### src/source/idu_pkg.sv
// MIPS32 subset only; no mult/div, hi/lo, cp0, syscall/break or byte memory ops
`default_nettype none

package idu_pkg;

    typedef logic [31:0] word_t;
    typedef logic [4:0]  reg_addr_t;

    localparam reg_addr_t REG_LINK = 5'd31;  // jal / bgezal write-back
    localparam word_t     PC_STEP  = 32'd4;

    // primary opcodes
    localparam logic [5:0] OP_SPECIAL = 6'b000000;
    localparam logic [5:0] OP_REGIMM  = 6'b000001;
    localparam logic [5:0] OP_J       = 6'b000010;
    localparam logic [5:0] OP_JAL     = 6'b000011;
    localparam logic [5:0] OP_BEQ     = 6'b000100;
    localparam logic [5:0] OP_BNE     = 6'b000101;
    localparam logic [5:0] OP_BLEZ    = 6'b000110;
    localparam logic [5:0] OP_BGTZ    = 6'b000111;
    localparam logic [5:0] OP_ADDI    = 6'b001000;
    localparam logic [5:0] OP_ADDIU   = 6'b001001;
    localparam logic [5:0] OP_SLTI    = 6'b001010;
    localparam logic [5:0] OP_SLTIU   = 6'b001011;
    localparam logic [5:0] OP_ANDI    = 6'b001100;
    localparam logic [5:0] OP_ORI     = 6'b001101;
    localparam logic [5:0] OP_XORI    = 6'b001110;
    localparam logic [5:0] OP_LUI     = 6'b001111;
    localparam logic [5:0] OP_LW      = 6'b100011;
    localparam logic [5:0] OP_SW      = 6'b101011;

    // SPECIAL funct codes
    localparam logic [5:0] F_SLL  = 6'b000000;
    localparam logic [5:0] F_SRL  = 6'b000010;
    localparam logic [5:0] F_SRA  = 6'b000011;
    localparam logic [5:0] F_JR   = 6'b001000;
    localparam logic [5:0] F_JALR = 6'b001001;
    localparam logic [5:0] F_ADD  = 6'b100000;
    localparam logic [5:0] F_ADDU = 6'b100001;
    localparam logic [5:0] F_SUB  = 6'b100010;
    localparam logic [5:0] F_SUBU = 6'b100011;
    localparam logic [5:0] F_AND  = 6'b100100;
    localparam logic [5:0] F_OR   = 6'b100101;
    localparam logic [5:0] F_XOR  = 6'b100110;
    localparam logic [5:0] F_SLT  = 6'b101010;

    // REGIMM rt codes
    localparam reg_addr_t RT_BLTZ   = 5'b00000;
    localparam reg_addr_t RT_BGEZAL = 5'b10001;

    typedef struct packed {
        logic [5:0] opcode;
        reg_addr_t  rs;
        reg_addr_t  rt;
        reg_addr_t  rd;
        logic [4:0] shamt;
        logic [5:0] funct;
    } r_fields_t;

    typedef struct packed {
        logic [5:0]  opcode;
        reg_addr_t   rs;
        reg_addr_t   rt;
        logic [15:0] imm;  // also branch offset
    } i_fields_t;

    typedef struct packed {
        logic [5:0]  opcode;
        logic [25:0] index;
    } j_fields_t;

    typedef union packed {
        r_fields_t r_fields;
        i_fields_t i_fields;
        j_fields_t j_fields;
    } mips_inst_u;

    typedef enum logic [5:0] {
        ALU_NOP, ALU_ADD, ALU_SUB, ALU_AND, ALU_OR, ALU_XOR,
        ALU_SLT, ALU_SLTU, ALU_SLL, ALU_SRL, ALU_SRA, ALU_LUI,
        ALU_LW, ALU_SW,
        ALU_BEQ, ALU_BNE, ALU_BLEZ, ALU_BGTZ, ALU_BLTZ, ALU_BGEZAL,
        ALU_J, ALU_JAL, ALU_JR, ALU_JALR,
        ALU_UNKNOWN
    } alu_op_e;

    typedef enum logic [2:0] {
        OPA_ZERO, OPA_RS, OPA_SHAMT, OPA_LUI, OPA_PC
    } opa_sel_e;

    typedef enum logic [2:0] {
        OPB_ZERO, OPB_RT, OPB_IMM_S, OPB_IMM_Z, OPB_STEP
    } opb_sel_e;

    typedef struct packed {
        logic       valid;
        word_t      pc;
        mips_inst_u inst;
    } fetch_t;

    typedef struct packed {
        alu_op_e   alu_op;
        opa_sel_e  opa_sel;
        opb_sel_e  opb_sel;
        logic      mem_rd;
        logic      mem_wr;
        logic      reg_wr;
        reg_addr_t reg_dst;
    } ctrl_t;

    typedef struct packed {
        logic  taken;
        word_t target;
    } jump_t;

endpackage

`default_nettype wire

### src/source/fetch_latch.sv
// one instruction per clock with no stall input; reset leaves an invalid zero entry
`timescale 1ns/1ps
`default_nettype none

module fetch_latch
    import idu_pkg::*;
(
    input  wire        clk,
    input  wire        rst,
    input  word_t      pc_i,
    input  word_t      inst_i,
    output fetch_t     stage_o,
    output reg_addr_t  rs_addr_o,
    output reg_addr_t  rt_addr_o
);

    fetch_t stage_q;

    always_ff @(posedge clk) begin
        if (rst) begin
            stage_q <= '0;  // bubble
        end else begin
            stage_q.valid <= 1'b1;
            stage_q.pc    <= pc_i;
            stage_q.inst  <= inst_i;
        end
    end

    assign stage_o = stage_q;

    // register file is read from the held word, data returns in the same cycle
    assign rs_addr_o = stage_q.inst.r_fields.rs;
    assign rt_addr_o = stage_q.inst.r_fields.rt;

endmodule

`default_nettype wire

### src/source/inst_decoder.sv
// decodes only the kept MIPS subset; reserved zero fields must be zero or the word is unknown
`timescale 1ns/1ps
`default_nettype none

module inst_decoder
    import idu_pkg::*;
(
    input  fetch_t stage_i,
    output ctrl_t  ctrl_o
);

    mips_inst_u inst;
    reg_addr_t  rd;
    reg_addr_t  rt;
    logic       shamt_zero;
    logic       rs_zero;
    logic       rt_zero;
    logic       rd_zero;

    assign inst       = stage_i.inst;
    assign rd         = inst.r_fields.rd;
    assign rt         = inst.i_fields.rt;
    assign shamt_zero = (inst.r_fields.shamt == 5'd0);
    assign rs_zero    = (inst.i_fields.rs == 5'd0);
    assign rt_zero    = (rt == 5'd0);
    assign rd_zero    = (rd == 5'd0);

    function automatic ctrl_t make_ctrl(
        input alu_op_e   op,
        input opa_sel_e  opa,
        input opb_sel_e  opb,
        input logic      wr,
        input reg_addr_t dst
    );
        ctrl_t c;
        c.alu_op  = op;
        c.opa_sel = opa;
        c.opb_sel = opb;
        c.mem_rd  = 1'b0;
        c.mem_wr  = 1'b0;
        c.reg_wr  = wr;
        c.reg_dst = dst;
        return c;
    endfunction

    always_comb begin
        ctrl_o = make_ctrl(ALU_UNKNOWN, OPA_ZERO, OPB_ZERO, 1'b0, '0);
        if (!stage_i.valid) begin
            ctrl_o = make_ctrl(ALU_NOP, OPA_ZERO, OPB_ZERO, 1'b0, '0);
        end else begin
            case (inst.r_fields.opcode)
                OP_SPECIAL: begin
                    case (inst.r_fields.funct)
                        F_ADD, F_ADDU: begin
                            if (shamt_zero)
                                ctrl_o = make_ctrl(ALU_ADD, OPA_RS, OPB_RT, 1'b1, rd);
                        end
                        F_SUB, F_SUBU: begin
                            if (shamt_zero)
                                ctrl_o = make_ctrl(ALU_SUB, OPA_RS, OPB_RT, 1'b1, rd);
                        end
                        F_AND: begin
                            if (shamt_zero)
                                ctrl_o = make_ctrl(ALU_AND, OPA_RS, OPB_RT, 1'b1, rd);
                        end
                        F_OR: begin
                            if (shamt_zero)
                                ctrl_o = make_ctrl(ALU_OR, OPA_RS, OPB_RT, 1'b1, rd);
                        end
                        F_XOR: begin
                            if (shamt_zero)
                                ctrl_o = make_ctrl(ALU_XOR, OPA_RS, OPB_RT, 1'b1, rd);
                        end
                        F_SLT: begin
                            if (shamt_zero)
                                ctrl_o = make_ctrl(ALU_SLT, OPA_RS, OPB_RT, 1'b1, rd);
                        end
                        F_SLL: begin
                            if (rs_zero)
                                ctrl_o = make_ctrl(ALU_SLL, OPA_SHAMT, OPB_RT, 1'b1, rd);
                        end
                        F_SRL: begin
                            if (rs_zero)
                                ctrl_o = make_ctrl(ALU_SRL, OPA_SHAMT, OPB_RT, 1'b1, rd);
                        end
                        F_SRA: begin
                            if (rs_zero)
                                ctrl_o = make_ctrl(ALU_SRA, OPA_SHAMT, OPB_RT, 1'b1, rd);
                        end
                        F_JR: begin
                            if (rt_zero && rd_zero && shamt_zero)
                                ctrl_o = make_ctrl(ALU_JR, OPA_ZERO, OPB_ZERO, 1'b0, '0);
                        end
                        F_JALR: begin
                            if (rt_zero && shamt_zero)  // link to rd
                                ctrl_o = make_ctrl(ALU_JALR, OPA_PC, OPB_STEP, 1'b1, rd);
                        end
                        default: ;
                    endcase
                end
                OP_REGIMM: begin
                    if (rt == RT_BLTZ)
                        ctrl_o = make_ctrl(ALU_BLTZ, OPA_ZERO, OPB_ZERO, 1'b0, '0);
                    else if (rt == RT_BGEZAL)
                        ctrl_o = make_ctrl(ALU_BGEZAL, OPA_PC, OPB_STEP, 1'b1, REG_LINK);
                end
                OP_J:     ctrl_o = make_ctrl(ALU_J, OPA_ZERO, OPB_ZERO, 1'b0, '0);
                OP_JAL:   ctrl_o = make_ctrl(ALU_JAL, OPA_PC, OPB_STEP, 1'b1, REG_LINK);
                OP_BEQ:   ctrl_o = make_ctrl(ALU_BEQ, OPA_ZERO, OPB_ZERO, 1'b0, '0);
                OP_BNE:   ctrl_o = make_ctrl(ALU_BNE, OPA_ZERO, OPB_ZERO, 1'b0, '0);
                OP_BLEZ: begin
                    if (rt_zero)
                        ctrl_o = make_ctrl(ALU_BLEZ, OPA_ZERO, OPB_ZERO, 1'b0, '0);
                end
                OP_BGTZ: begin
                    if (rt_zero)
                        ctrl_o = make_ctrl(ALU_BGTZ, OPA_ZERO, OPB_ZERO, 1'b0, '0);
                end
                OP_ADDI,
                OP_ADDIU: ctrl_o = make_ctrl(ALU_ADD, OPA_RS, OPB_IMM_S, 1'b1, rt);
                OP_SLTI:  ctrl_o = make_ctrl(ALU_SLT, OPA_RS, OPB_IMM_S, 1'b1, rt);
                OP_SLTIU: ctrl_o = make_ctrl(ALU_SLTU, OPA_RS, OPB_IMM_S, 1'b1, rt);
                OP_ANDI:  ctrl_o = make_ctrl(ALU_AND, OPA_RS, OPB_IMM_Z, 1'b1, rt);
                OP_ORI:   ctrl_o = make_ctrl(ALU_OR, OPA_RS, OPB_IMM_Z, 1'b1, rt);
                OP_XORI:  ctrl_o = make_ctrl(ALU_XOR, OPA_RS, OPB_IMM_Z, 1'b1, rt);
                OP_LUI: begin
                    if (rs_zero)
                        ctrl_o = make_ctrl(ALU_LUI, OPA_LUI, OPB_ZERO, 1'b1, rt);
                end
                OP_LW: begin
                    ctrl_o        = make_ctrl(ALU_LW, OPA_RS, OPB_IMM_S, 1'b1, rt);
                    ctrl_o.mem_rd = 1'b1;
                end
                OP_SW: begin
                    ctrl_o        = make_ctrl(ALU_SW, OPA_RS, OPB_IMM_S, 1'b0, '0);
                    ctrl_o.mem_wr = 1'b1;  // address = rs + imm, data = rt
                end
                default: ;  // dropped and illegal opcodes
            endcase
        end
    end

endmodule

`default_nettype wire

### src/source/operand_mux.sv
// purely combinational; operands settle within the cycle after the register file answers
`timescale 1ns/1ps
`default_nettype none

module operand_mux
    import idu_pkg::*;
(
    input  fetch_t stage_i,
    input  ctrl_t  ctrl_i,
    input  word_t  rs_data_i,
    input  word_t  rt_data_i,
    output word_t  op_a_o,
    output word_t  op_b_o,
    output word_t  store_data_o
);

    mips_inst_u inst;
    word_t      imm_s;
    word_t      imm_z;
    word_t      imm_hi;
    word_t      shamt_z;

    assign inst    = stage_i.inst;
    assign imm_s   = {{16{inst.i_fields.imm[15]}}, inst.i_fields.imm};
    assign imm_z   = {16'd0, inst.i_fields.imm};
    assign imm_hi  = {inst.i_fields.imm, 16'd0};  // lui
    assign shamt_z = {27'd0, inst.r_fields.shamt};

    always_comb begin
        case (ctrl_i.opa_sel)
            OPA_RS:    op_a_o = rs_data_i;
            OPA_SHAMT: op_a_o = shamt_z;
            OPA_LUI:   op_a_o = imm_hi;
            OPA_PC:    op_a_o = stage_i.pc;  // link base, latched pc
            default:   op_a_o = '0;
        endcase
    end

    always_comb begin
        case (ctrl_i.opb_sel)
            OPB_RT:    op_b_o = rt_data_i;
            OPB_IMM_S: op_b_o = imm_s;
            OPB_IMM_Z: op_b_o = imm_z;
            OPB_STEP:  op_b_o = PC_STEP;
            default:   op_b_o = '0;
        endcase
    end

    assign store_data_o = rt_data_i;

endmodule

`default_nettype wire

### src/source/branch_unit.sv
// no delay-slot handling here; branch target is formed even when the branch is not taken
`timescale 1ns/1ps
`default_nettype none

module branch_unit
    import idu_pkg::*;
(
    input  fetch_t  stage_i,
    input  alu_op_e alu_op_i,
    input  word_t   rs_data_i,
    input  word_t   rt_data_i,
    output jump_t   jump_o
);

    mips_inst_u inst;
    word_t      pc_plus4;
    word_t      br_target;
    word_t      jmp_target;
    logic       rs_neg;
    logic       rs_zero;

    assign inst       = stage_i.inst;
    assign pc_plus4   = stage_i.pc + PC_STEP;
    assign br_target  = pc_plus4 + {{14{inst.i_fields.imm[15]}}, inst.i_fields.imm, 2'b00};
    assign jmp_target = {pc_plus4[31:28], inst.j_fields.index, 2'b00};  // same 256M region
    assign rs_neg     = rs_data_i[31];
    assign rs_zero    = (rs_data_i == '0);

    always_comb begin
        jump_o = '0;
        case (alu_op_i)
            ALU_BEQ: begin
                jump_o.taken  = (rs_data_i == rt_data_i);
                jump_o.target = br_target;
            end
            ALU_BNE: begin
                jump_o.taken  = (rs_data_i != rt_data_i);
                jump_o.target = br_target;
            end
            ALU_BLEZ: begin
                jump_o.taken  = rs_neg || rs_zero;
                jump_o.target = br_target;
            end
            ALU_BGTZ: begin
                jump_o.taken  = !rs_neg && !rs_zero;  // strictly positive
                jump_o.target = br_target;
            end
            ALU_BLTZ: begin
                jump_o.taken  = rs_neg;
                jump_o.target = br_target;
            end
            ALU_BGEZAL: begin
                jump_o.taken  = !rs_neg;
                jump_o.target = br_target;
            end
            ALU_J, ALU_JAL: begin
                jump_o.taken  = 1'b1;
                jump_o.target = jmp_target;
            end
            ALU_JR, ALU_JALR: begin
                jump_o.taken  = 1'b1;
                jump_o.target = rs_data_i;
            end
            default: ;
        endcase
    end

endmodule

`default_nettype wire

### src/source/idu_top.sv
// decode stage with one cycle latency; register file is external and must answer combinationally
`timescale 1ns/1ps
`default_nettype none

module idu_top
    import idu_pkg::*;
(
    input  wire       clk,
    input  wire       rst,
    input  word_t     pc_i,
    input  word_t     inst_i,
    input  word_t     rs_data_i,
    input  word_t     rt_data_i,
    output reg_addr_t rs_addr_o,
    output reg_addr_t rt_addr_o,
    output ctrl_t     ctrl_o,
    output word_t     op_a_o,
    output word_t     op_b_o,
    output word_t     store_data_o,
    output jump_t     jump_o
);

    fetch_t stage;
    ctrl_t  ctrl;

    fetch_latch u_fetch_latch (
        .clk       (clk),
        .rst       (rst),
        .pc_i      (pc_i),
        .inst_i    (inst_i),
        .stage_o   (stage),
        .rs_addr_o (rs_addr_o),
        .rt_addr_o (rt_addr_o)
    );

    inst_decoder u_inst_decoder (
        .stage_i (stage),
        .ctrl_o  (ctrl)
    );

    operand_mux u_operand_mux (
        .stage_i      (stage),
        .ctrl_i       (ctrl),
        .rs_data_i    (rs_data_i),
        .rt_data_i    (rt_data_i),
        .op_a_o       (op_a_o),
        .op_b_o       (op_b_o),
        .store_data_o (store_data_o)
    );

    branch_unit u_branch_unit (
        .stage_i   (stage),
        .alu_op_i  (ctrl.alu_op),
        .rs_data_i (rs_data_i),
        .rt_data_i (rt_data_i),
        .jump_o    (jump_o)
    );

    assign ctrl_o = ctrl;  // to execute stage

endmodule

`default_nettype wire

### config.mk
export PLATFORM = sky130hd
export DESIGN_NAME = idu_top
export DESIGN_NICKNAME = d
export VERILOG_FILES = /design/src/source/idu_pkg.sv /design/src/source/fetch_latch.sv /design/src/source/inst_decoder.sv /design/src/source/operand_mux.sv /design/src/source/branch_unit.sv /design/src/source/idu_top.sv
export SDC_FILE = /design/constraint.sdc
export NUM_CORES = 1
export LEC_CHECK = 0
export ABC_CLOCK_PERIOD_IN_PS = 3600
export BUFFER_PORTS_ARGS = -buffer_cell sky130_fd_sc_hd__clkbuf_2
export CORE_MARGIN = 1.5
export CORE_UTILIZATION = 30
export CTS_BUF_LIST = sky130_fd_sc_hd__clkbuf_4 sky130_fd_sc_hd__clkbuf_8
export DETAILED_ROUTE_END_ITERATION = 8
export PLACE_DENSITY = 0.63
export REMOVE_ABC_BUFFERS = 1
export SLEW_MARGIN = 10
export SYNTH_ARGS = -nofsm -noshare
export SYNTH_HDL_FRONTEND = slang
export SYNTH_SLANG_ARGS = --single-unit
### constraint.sdc
create_clock -name clk -period 3.6 [get_ports clk]
set_clock_uncertainty 0.2 [all_clocks]
set_input_delay 0.36 -clock clk [delete_from_list [all_inputs] [get_ports clk]]
set_output_delay 0.36 -clock clk [all_outputs]
set_load 0.01 [all_outputs]
==> key figures, run 1 <==
Setup path
  – Crit-path cells: and3_4 > and3_4 > and2_4 > nor2b_4 > buf_6 > buf_6 > nand2_4 > xnor2_4 > ha_4 > a21o_1 > a211o_1 > a22o_1 > or3b_4 > a21oi_2 > xor2_1 > o22ai_1 > buf_2
  – Critical Path Start Type: register
  – CP startpoint: u_fetch_latch.stage_o[37]
  – Crit-path max cell delay: 0.40 ns
  – Worst Path Required: roughly 3.0 ns
  – Critical path fanouts, max: 6
  – Slowest stage cell, crit path: or3b_4
  – Critical Path End Type: output pin
  – Crit path DAT: 3.86 ns
  – Setup Crit Path Kind: register to output pin

Cells and area
  – Sequential cell area: 1320 um^2
  – Fillers: ~2,200
  – Layout cells sized above 1: 0.517
  – P&R area growth vs syn: 79.2%
  – Post-layout instance area: ~13,000 um^2
  – # diodes: 0
  – Area occupied by multi-input gates: 5960 um^2
  – Nets@finish: about 1,600

Route
  – 1st-pass router iterations: 9
  – Initial drt markers: a little over 900
  – WL/cell: 22.2 um
  – Final WL: between 30,000 and 40,000 um
  – Avg Vias per Cell: roughly 5.5
  – Via count: approximately 9,700
  – Antenna viol nets, final: 0
  – # DRC: 0

STA
  – Worst Slack Setup Final: -0.818 ns
  – RSZ-0062 raised after global routing: true
  – Setup TNS: -36.14 ns
  – F_max: about 230 MHz
  – Final Slew Violations: 0
  – Final Setup Violations: 100
  – Period minus WS final: approximately 4.4 ns
  – Final worst-path cycle share: 1.23
  – Fin. Hold Viols: 0
  – Worst slew pin tran: a little over 0.7 ns
  – Slew margin rel.: 0.520

Die
  – # IOs: approximately 290
  – Die width: 157 um
  – Row count: between 50 and 60
  – Initial Utilization: 0.303
  – Die Height: between 150 and 200 um
  – Core area: approximately 23,000 um^2
  – Full die area: about 25,000 um^2

Logic synthesis
  – Post-synthesis cell area: 7070 um^2
  – Yosys reg bits: 65
  – Syn. warnings: 0
  – Syn Area/Cell: about 7.7 um^2
  – Register area share after synthesis: 0.184
  – Cell count after synthesis: 920
  – Synth unique cells: 80
  – Post-synth ARST share: 0
  – Dominant synthesized flop cell: dfxtp_1
  – EDFF count, synth: 0

Power and ir drop
  – PwrDens: ~220 nW/um^2
  – Flop pwr share: 0.292
  – Pint: approximately 0.0017 W
  – Clock share of power: 0.243
  – Leak: 6.03 nW
  – Worst vdd ir: ~0.15 mV
  – NetSw: 0.00107 W
  – Total power: about 0.0028 W
  – Comb power frac: 0.465
  – Sw frac: 0.386

Placed design
  – Placed instance area: approximately 9900 um^2
  – GPL Wtd Cong: between 0.9 and 1
  – Number of port buffers: between 200 and 300
  – Final HPWL DP: ~28,000 um

Global routing
  – Overall global routing resource usage: 0.308
  – Initial antenna violation count: 0
  – Largest net degree at the start of global routing: 35
  – Vias in the first global route: slightly above 9,000
  – First-pass GRT wire length: 56,200 um
  – GRT overflow: 0

Hold path
  – Worst hold-check path type: input port to register
  – Hold Startpoint: inst_i[8]
  – Hold path cells: 2

Clocking
  – Reg clk slew, reported paths: 0.09 ns
  – TritonCTS Buffers: 9
  – Max Root-Sink Buffers: 2
  – H-tree depth: 3
  – TritonCTS clock tree: built
  – CTS root buffer: clkbuf_8
  – Clk sinks: 65

Status
  – Status: complete, but fails checks
  – Violated checks: negative setup slack

Run
  – Maxcap violations: 0
==> metrics by stage <==
| step | setup WS, ns | hold WS [ns] | utilization | std cells |
|---|---|---|---|---|
| after floorplan | -0.669 | 0.217 | - | 825 |
| after global placement | -0.615 | 0.372 | 0.425 | 1631 |
| after detailed placement | -0.730 | 0.375 | 0.425 | 1631 |
| after CTS | -0.766 | 0.000151 | 0.514 | 1744 |
| after global routing | -0.935 | 0.000112 | 0.543 | 1762 |
| final | -0.818 | 0.00248 | 0.543 | 1762 |
==> Yosys cell counts (5+ instances only) <==
cell type | count | area share
a21oi_1 | 47 | 0.033
o22ai_2 | 5 | 0.0088
nand2b_1 | 8 | 0.0071
o21ai_0 | 39 | 0.028
xor2_1 | 26 | 0.032
inv_1 | 48 | 0.025
xnor2_1 | 61 | 0.076
nand2_1 | 54 | 0.029
a222oi_1 | 21 | 0.030
nor3_1 | 11 | 0.0078
and3_1 | 8 | 0.0071
a31oi_1 | 7 | 0.0062
buf_4 | 45 | 0.048
o21a_1 | 5 | 0.0053
a21o_1 | 26 | 0.028
buf_6 | 5 | 0.0080
clkbuf_1 | 26 | 0.014
nand3_1 | 28 | 0.020
nor2_1 | 58 | 0.031
and2_1 | 7 | 0.0062
nor2b_1 | 73 | 0.065
o22ai_1 | 23 | 0.020
buf_2 | 15 | 0.011
a22o_1 | 27 | 0.033
nor4_1 | 11 | 0.0097
mux2i_1 | 27 | 0.038
ha_1 | 30 | 0.053
nand4_1 | 23 | 0.020
dfxtp_1 | 65 | 0.18
==> per-layer routing <==
| layer | track usage | share of wire | up-vias |
|---|---|---|---|
| met2 | 0.509 | 0.46 | 579 |
| li1 | - | - | 4379 |
| met5 | 0 | 0 | - |
| met4 | 0.145 | 0.050 | 0 |
| met1 | 0.389 | 0.40 | 4624 |
| met3 | 0.0534 | 0.086 | 108 |
==> power by group through the flow <==
stage | registers, W | logic, W | clock network [W]
2_1_floorplan | 0.000827 | 0.000425 | 0
3_3_place_gp | 0.000817 | 0.000982 | 0
3_5_place_dp | 0.000817 | 0.000982 | 0
4_1_cts | 0.000802 | 0.00119 | 0.000676
5_1_grt | 0.000809 | 0.00136 | 0.000702
6_report | 0.000806 | 0.00128 | 0.000671
==> layout by cell type, fill, tap and decap left out, types with 27 or more instances in the layout <==
cell type | netlist | layout
clkbuf_2 | 0 | 233
buf_4 | 45 | 207
nor2b_1 | 73 | 70
buf_6 | 5 | 64
xnor2_1 | 61 | 57
dfxtp_1 | 65 | 53
nor2_1 | 58 | 51
inv_1 | 48 | 44
nand2_1 | 54 | 41
buf_2 | 15 | 33
dlygate4sd3_1 | 0 | 32
a21oi_1 | 47 | 27
==> path summary, 6_finish.rpt <==
path	endpoint	slack, ns
worst min-delay path	u_fetch_latch.stage_o[8]	0.002
worst max-delay path	jump_o[28]	-0.82
==> sequential cells by signal (all words and copies together), names as in the netlist <==
signal / cells
u_fetch_latch.rs_addr_o: 5
u_fetch_latch.rt_addr_o: 5
u_fetch_latch.stage_o: 55
==> critical path, delay by kind of cell, from the launching register on <==
kind / cells / cell delay [ns]
compound gates: 5 / 0.94
flops: 1 / 0.34
simple gates: 6 / 1.16
buf+inv: 3 / 0.40
fa+ha+maj: 1 / 0.24
xor+xnor: 2 / 0.38
==> cell families after synthesis <==
logic type	count (synthesis)	share of synthesized area
adder cells (fa/ha/maj)	31	0.0559
AO/OA/AOI/OAI	257	0.267
flip-flops	65	0.184
buffers and inverters	144	0.108
XOR/XNOR	87	0.108
other	1	0.000530
multiplexers	27	0.0382
AND/OR/NAND/NOR	308	0.239
==> repair_timing <==
item	CTS	global route
pin swaps	95	99
hold endpoints to repair	32	0
hold buffers	32	0
setup endpoints to repair	103	107
setup buffers	57	35
cloned	12	0
resized for setup	200	196
==> area by class of cell <==
type	instances	share of cell area
Tap cell	319	0.0315
Clock buffer	9	0.00977
Multi-Input combinational cell	711	0.470
Inverter	49	0.0148
Clock inverter	7	0.00563
Sequential cell	65	0.104
Timing Repair Buffer	602	0.364
Note: power is estimated with default switching activity, not from simulation.
==> run 2, diff against run 1 <==
- CTS_BUF_LIST: sky130_fd_sc_hd__clkbuf_4 sky130_fd_sc_hd__clkbuf_8 -> sky130_fd_sc_hd__clkbuf_4 sky130_fd_sc_hd__clkbuf_8 sky130_fd_sc_hd__clkbuf_16
==> run 2 against run 1 <==
Effect of this change: the flow still finishes with violations (negative setup slack); combinational power about the same; maximum frequency up 2.0%; non-clock buffer count down 33.
==> key figures, run 2 (synthesis results as in run 1) <==
Cells and area
  – Most frequent cells in the layout: 239 x clkbuf_2, 208 x buf_4, 70 x nor2b_1, 60 x buf_6, 58 x xnor2_1
  – Max reg flops: 55 (unchanged)
  – Post-Route Utilization: 0.530 (-0.0134)
  – P&R area growth vs syn: 74.8%
  – # diodes: 0 (unchanged)
  – Layout cells sized above 1: 0.528 (+0.0114)
  – Commonest non-fill, non-tap cell in the layout: clkbuf_2
  – Nets@finish: 1,566 (-2.1%)

Die
  – # IOs: 289 (unchanged)
  – Initial Utilization: 0.303 (unchanged)
  – Die width: 157 um (unchanged)
  – Die Height: 157 um (unchanged)
  – Row count: 56 (unchanged)
  – Core area: 23,300 um^2 (unchanged)
  – Full die area: 24,500 um^2 (unchanged)

Power and ir drop
  – Leak: 5.93 nW (-1.7%)
  – PwrDens: 241 nW/um^2 (+10%)
  – Worst vdd ir: 0.187 mV (+26%)

Clocking
  – Max Root-Sink Buffers: 2 (unchanged)
  – CTS root buffer: clkbuf_16
  – CTS Hold Bufs: 0 (-100%)
  – TritonCTS Buffers: 9 (unchanged)
  – TritonCTS clock tree: built
  – H-tree depth: 3 (unchanged)
  – Clk sinks: 65 (unchanged)
  – Reg clk slew, reported paths: 0.07 ns (-0.02 ns)

STA
  – Setup TNS: -25.34 ns (+10.80 ns)
  – Final Slew Violations: 0 (unchanged)
  – Worst hold slack: 0.0140 ns (+0.0115 ns)
  – Final worst-path cycle share: 1.20 (-0.0241)
  – Final Setup Violations: 99 (-1.0%)
  – Period minus WS final: 4.33 ns (-0.0868 ns)
  – Slew margin rel.: 0.533 (+0.0128)
  – Worst slew pin tran: 0.694 ns (-0.0190 ns)
  – Fin. Hold Viols: 0 (unchanged)
  – Worst Slack Setup Final: -0.732 ns (+0.0868 ns)
  – RSZ-0062 raised after global routing: true
  – F_max: 231 MHz (+2.0%)

Route
  – Initial drt markers: 924 (+1.9%)
  – Via count: 9,487 (-2.1%)
  – # DRC: 0 (unchanged)
  – 1st-pass router iterations: 8 (-1)
  – Antenna viol nets, final: 0 (unchanged)
  – Final WL: 38,800 um (-0.80%)
  – Avg Vias per Cell: 5.49 (-0.23%)
  – WL/cell: 22.5 um (+1.1%)

Global routing
  – GRT overflow: 0 (unchanged)
  – Initial antenna violation count: 0 (unchanged)
  – Vias in the first global route: 9,130 (-1.1%)
  – Largest net degree at the start of global routing: 35 (unchanged)
  – First-pass GRT wire length: 55,400 um (-1.3%)
  – Overall global routing resource usage: 0.306 (-0.00288)

Setup path
  – Critical path fanouts, max: 6 (unchanged)
  – Critical Path End Type: output pin
  – Setup Crit Path Kind: register to output pin
  – Worst Path Required: 3.04 ns (about the same)
  – Crit path DAT: 3.77 ns (-0.09 ns)
  – Critical Path Start Type: register

Run
  – Maxcap violations: 0 (unchanged)

Status
  – Violated checks: negative setup slack
  – Status: complete, but fails checks

Hold path
  – Worst hold-check path type: input port to register

Placed design
  – GPL Wtd Cong: 0.944 (unchanged)
  – Number of port buffers: 287 (unchanged)
  – Final HPWL DP: 28,200 um (unchanged)
[run 2: cell types whose count changed in the layout (fill, tap and decap cells not counted), moves of 3 or more]
cell | before | now
dlygate4sd3_1 | 32 | 0
clkbuf_16 | 0 | 9
clkbuf_8 | 9 | 0
clkbuf_2 | 233 | 239
buf_2 | 33 | 29
buf_6 | 64 | 60
o21ai_1 | 10 | 6
a21oi_1 | 27 | 24
a21oi_2 | 14 | 17
nand3_1 | 20 | 23
o21ai_0 | 21 | 24
[run 2: critical path, stage by stage, from the launching register on]
cell      delay (ns)
dfxtp_2         0.34
and3_4          0.18
and3_4          0.18
and2_4          0.18
nor2b_4         0.16
buf_6           0.14
nand3_1         0.09
xnor2_1         0.18
ha_2            0.32
buf_4           0.16
o21ai_0         0.07
a21oi_1         0.09
o21ai_1         0.09
nand2b_1        0.13
a22o_1          0.21
or3b_4          0.38
a21oi_2         0.14
xor2_1          0.08
o22ai_1         0.14
clkbuf_2        0.16
[run 2: worst paths after layout]
| kind | slack [ns] | start | to | cells past startpoint |
|---|---|---|---|---|
| setup / recovery | -0.73 | u_fetch_latch.stage_o[37] | jump_o[28] | 19 |
| hold / removal | 0.01 | inst_i[1] | u_fetch_latch.stage_o[1] | 2 |
[run 2: cell type report]
| type | count | area, um^2 |
|---|---|---|
| clock buffer | 9 | 225 |
| fill | 2178 | 11000 |
| timing repair buffer | 569 | 4260 |
| multi-input combinational | 711 | 5900 |
| inverter | 49 | 188 |
| tap | 319 | 399 |
| sequential | 65 | 1320 |
| clock inverter | 7 | 71.3 |
[run 2: routing by layer]
layer | up-vias | share of wire | track usage | wire length, um
li1 | 4309 | - | - | -
met2 | 540 | 0.45 | 0.493 | 17600
met5 | - | 0 | 0 | 0
met3 | 104 | 0.083 | 0.0546 | 3230
met1 | 4534 | 0.41 | 0.386 | 15900
met4 | 0 | 0.055 | 0.164 | 2140
[run 2: stage by stage]
stage	area (um^2)	total power, W	worst slack (ns)	cells
floorplan	6490	0.00125	-0.669	825
global placement	9910	0.00180	-0.615	1631
detailed placement	9910	0.00180	-0.730	1631
CTS	11700	0.00289	-0.733	1711
global route	12400	0.00308	-0.872	1729
finish	12400	0.00297	-0.732	1729
[run 2: report_power, final]
group / switching (W) / internal (W)
Combinational: 0.000660 / 0.000591
Clock: 0.000380 / 0.000536
Sequential: 0.0000479 / 0.000760
Total: 0.00109 / 0.00189
[run 2: timing repair]
action / CTS / global route
pin swaps: 94 / 92
buffers inserted: 55 / 32
endpoints found under the setup margin: 99 / 106
resized for setup: 195 / 183
cloned: 12 / 0
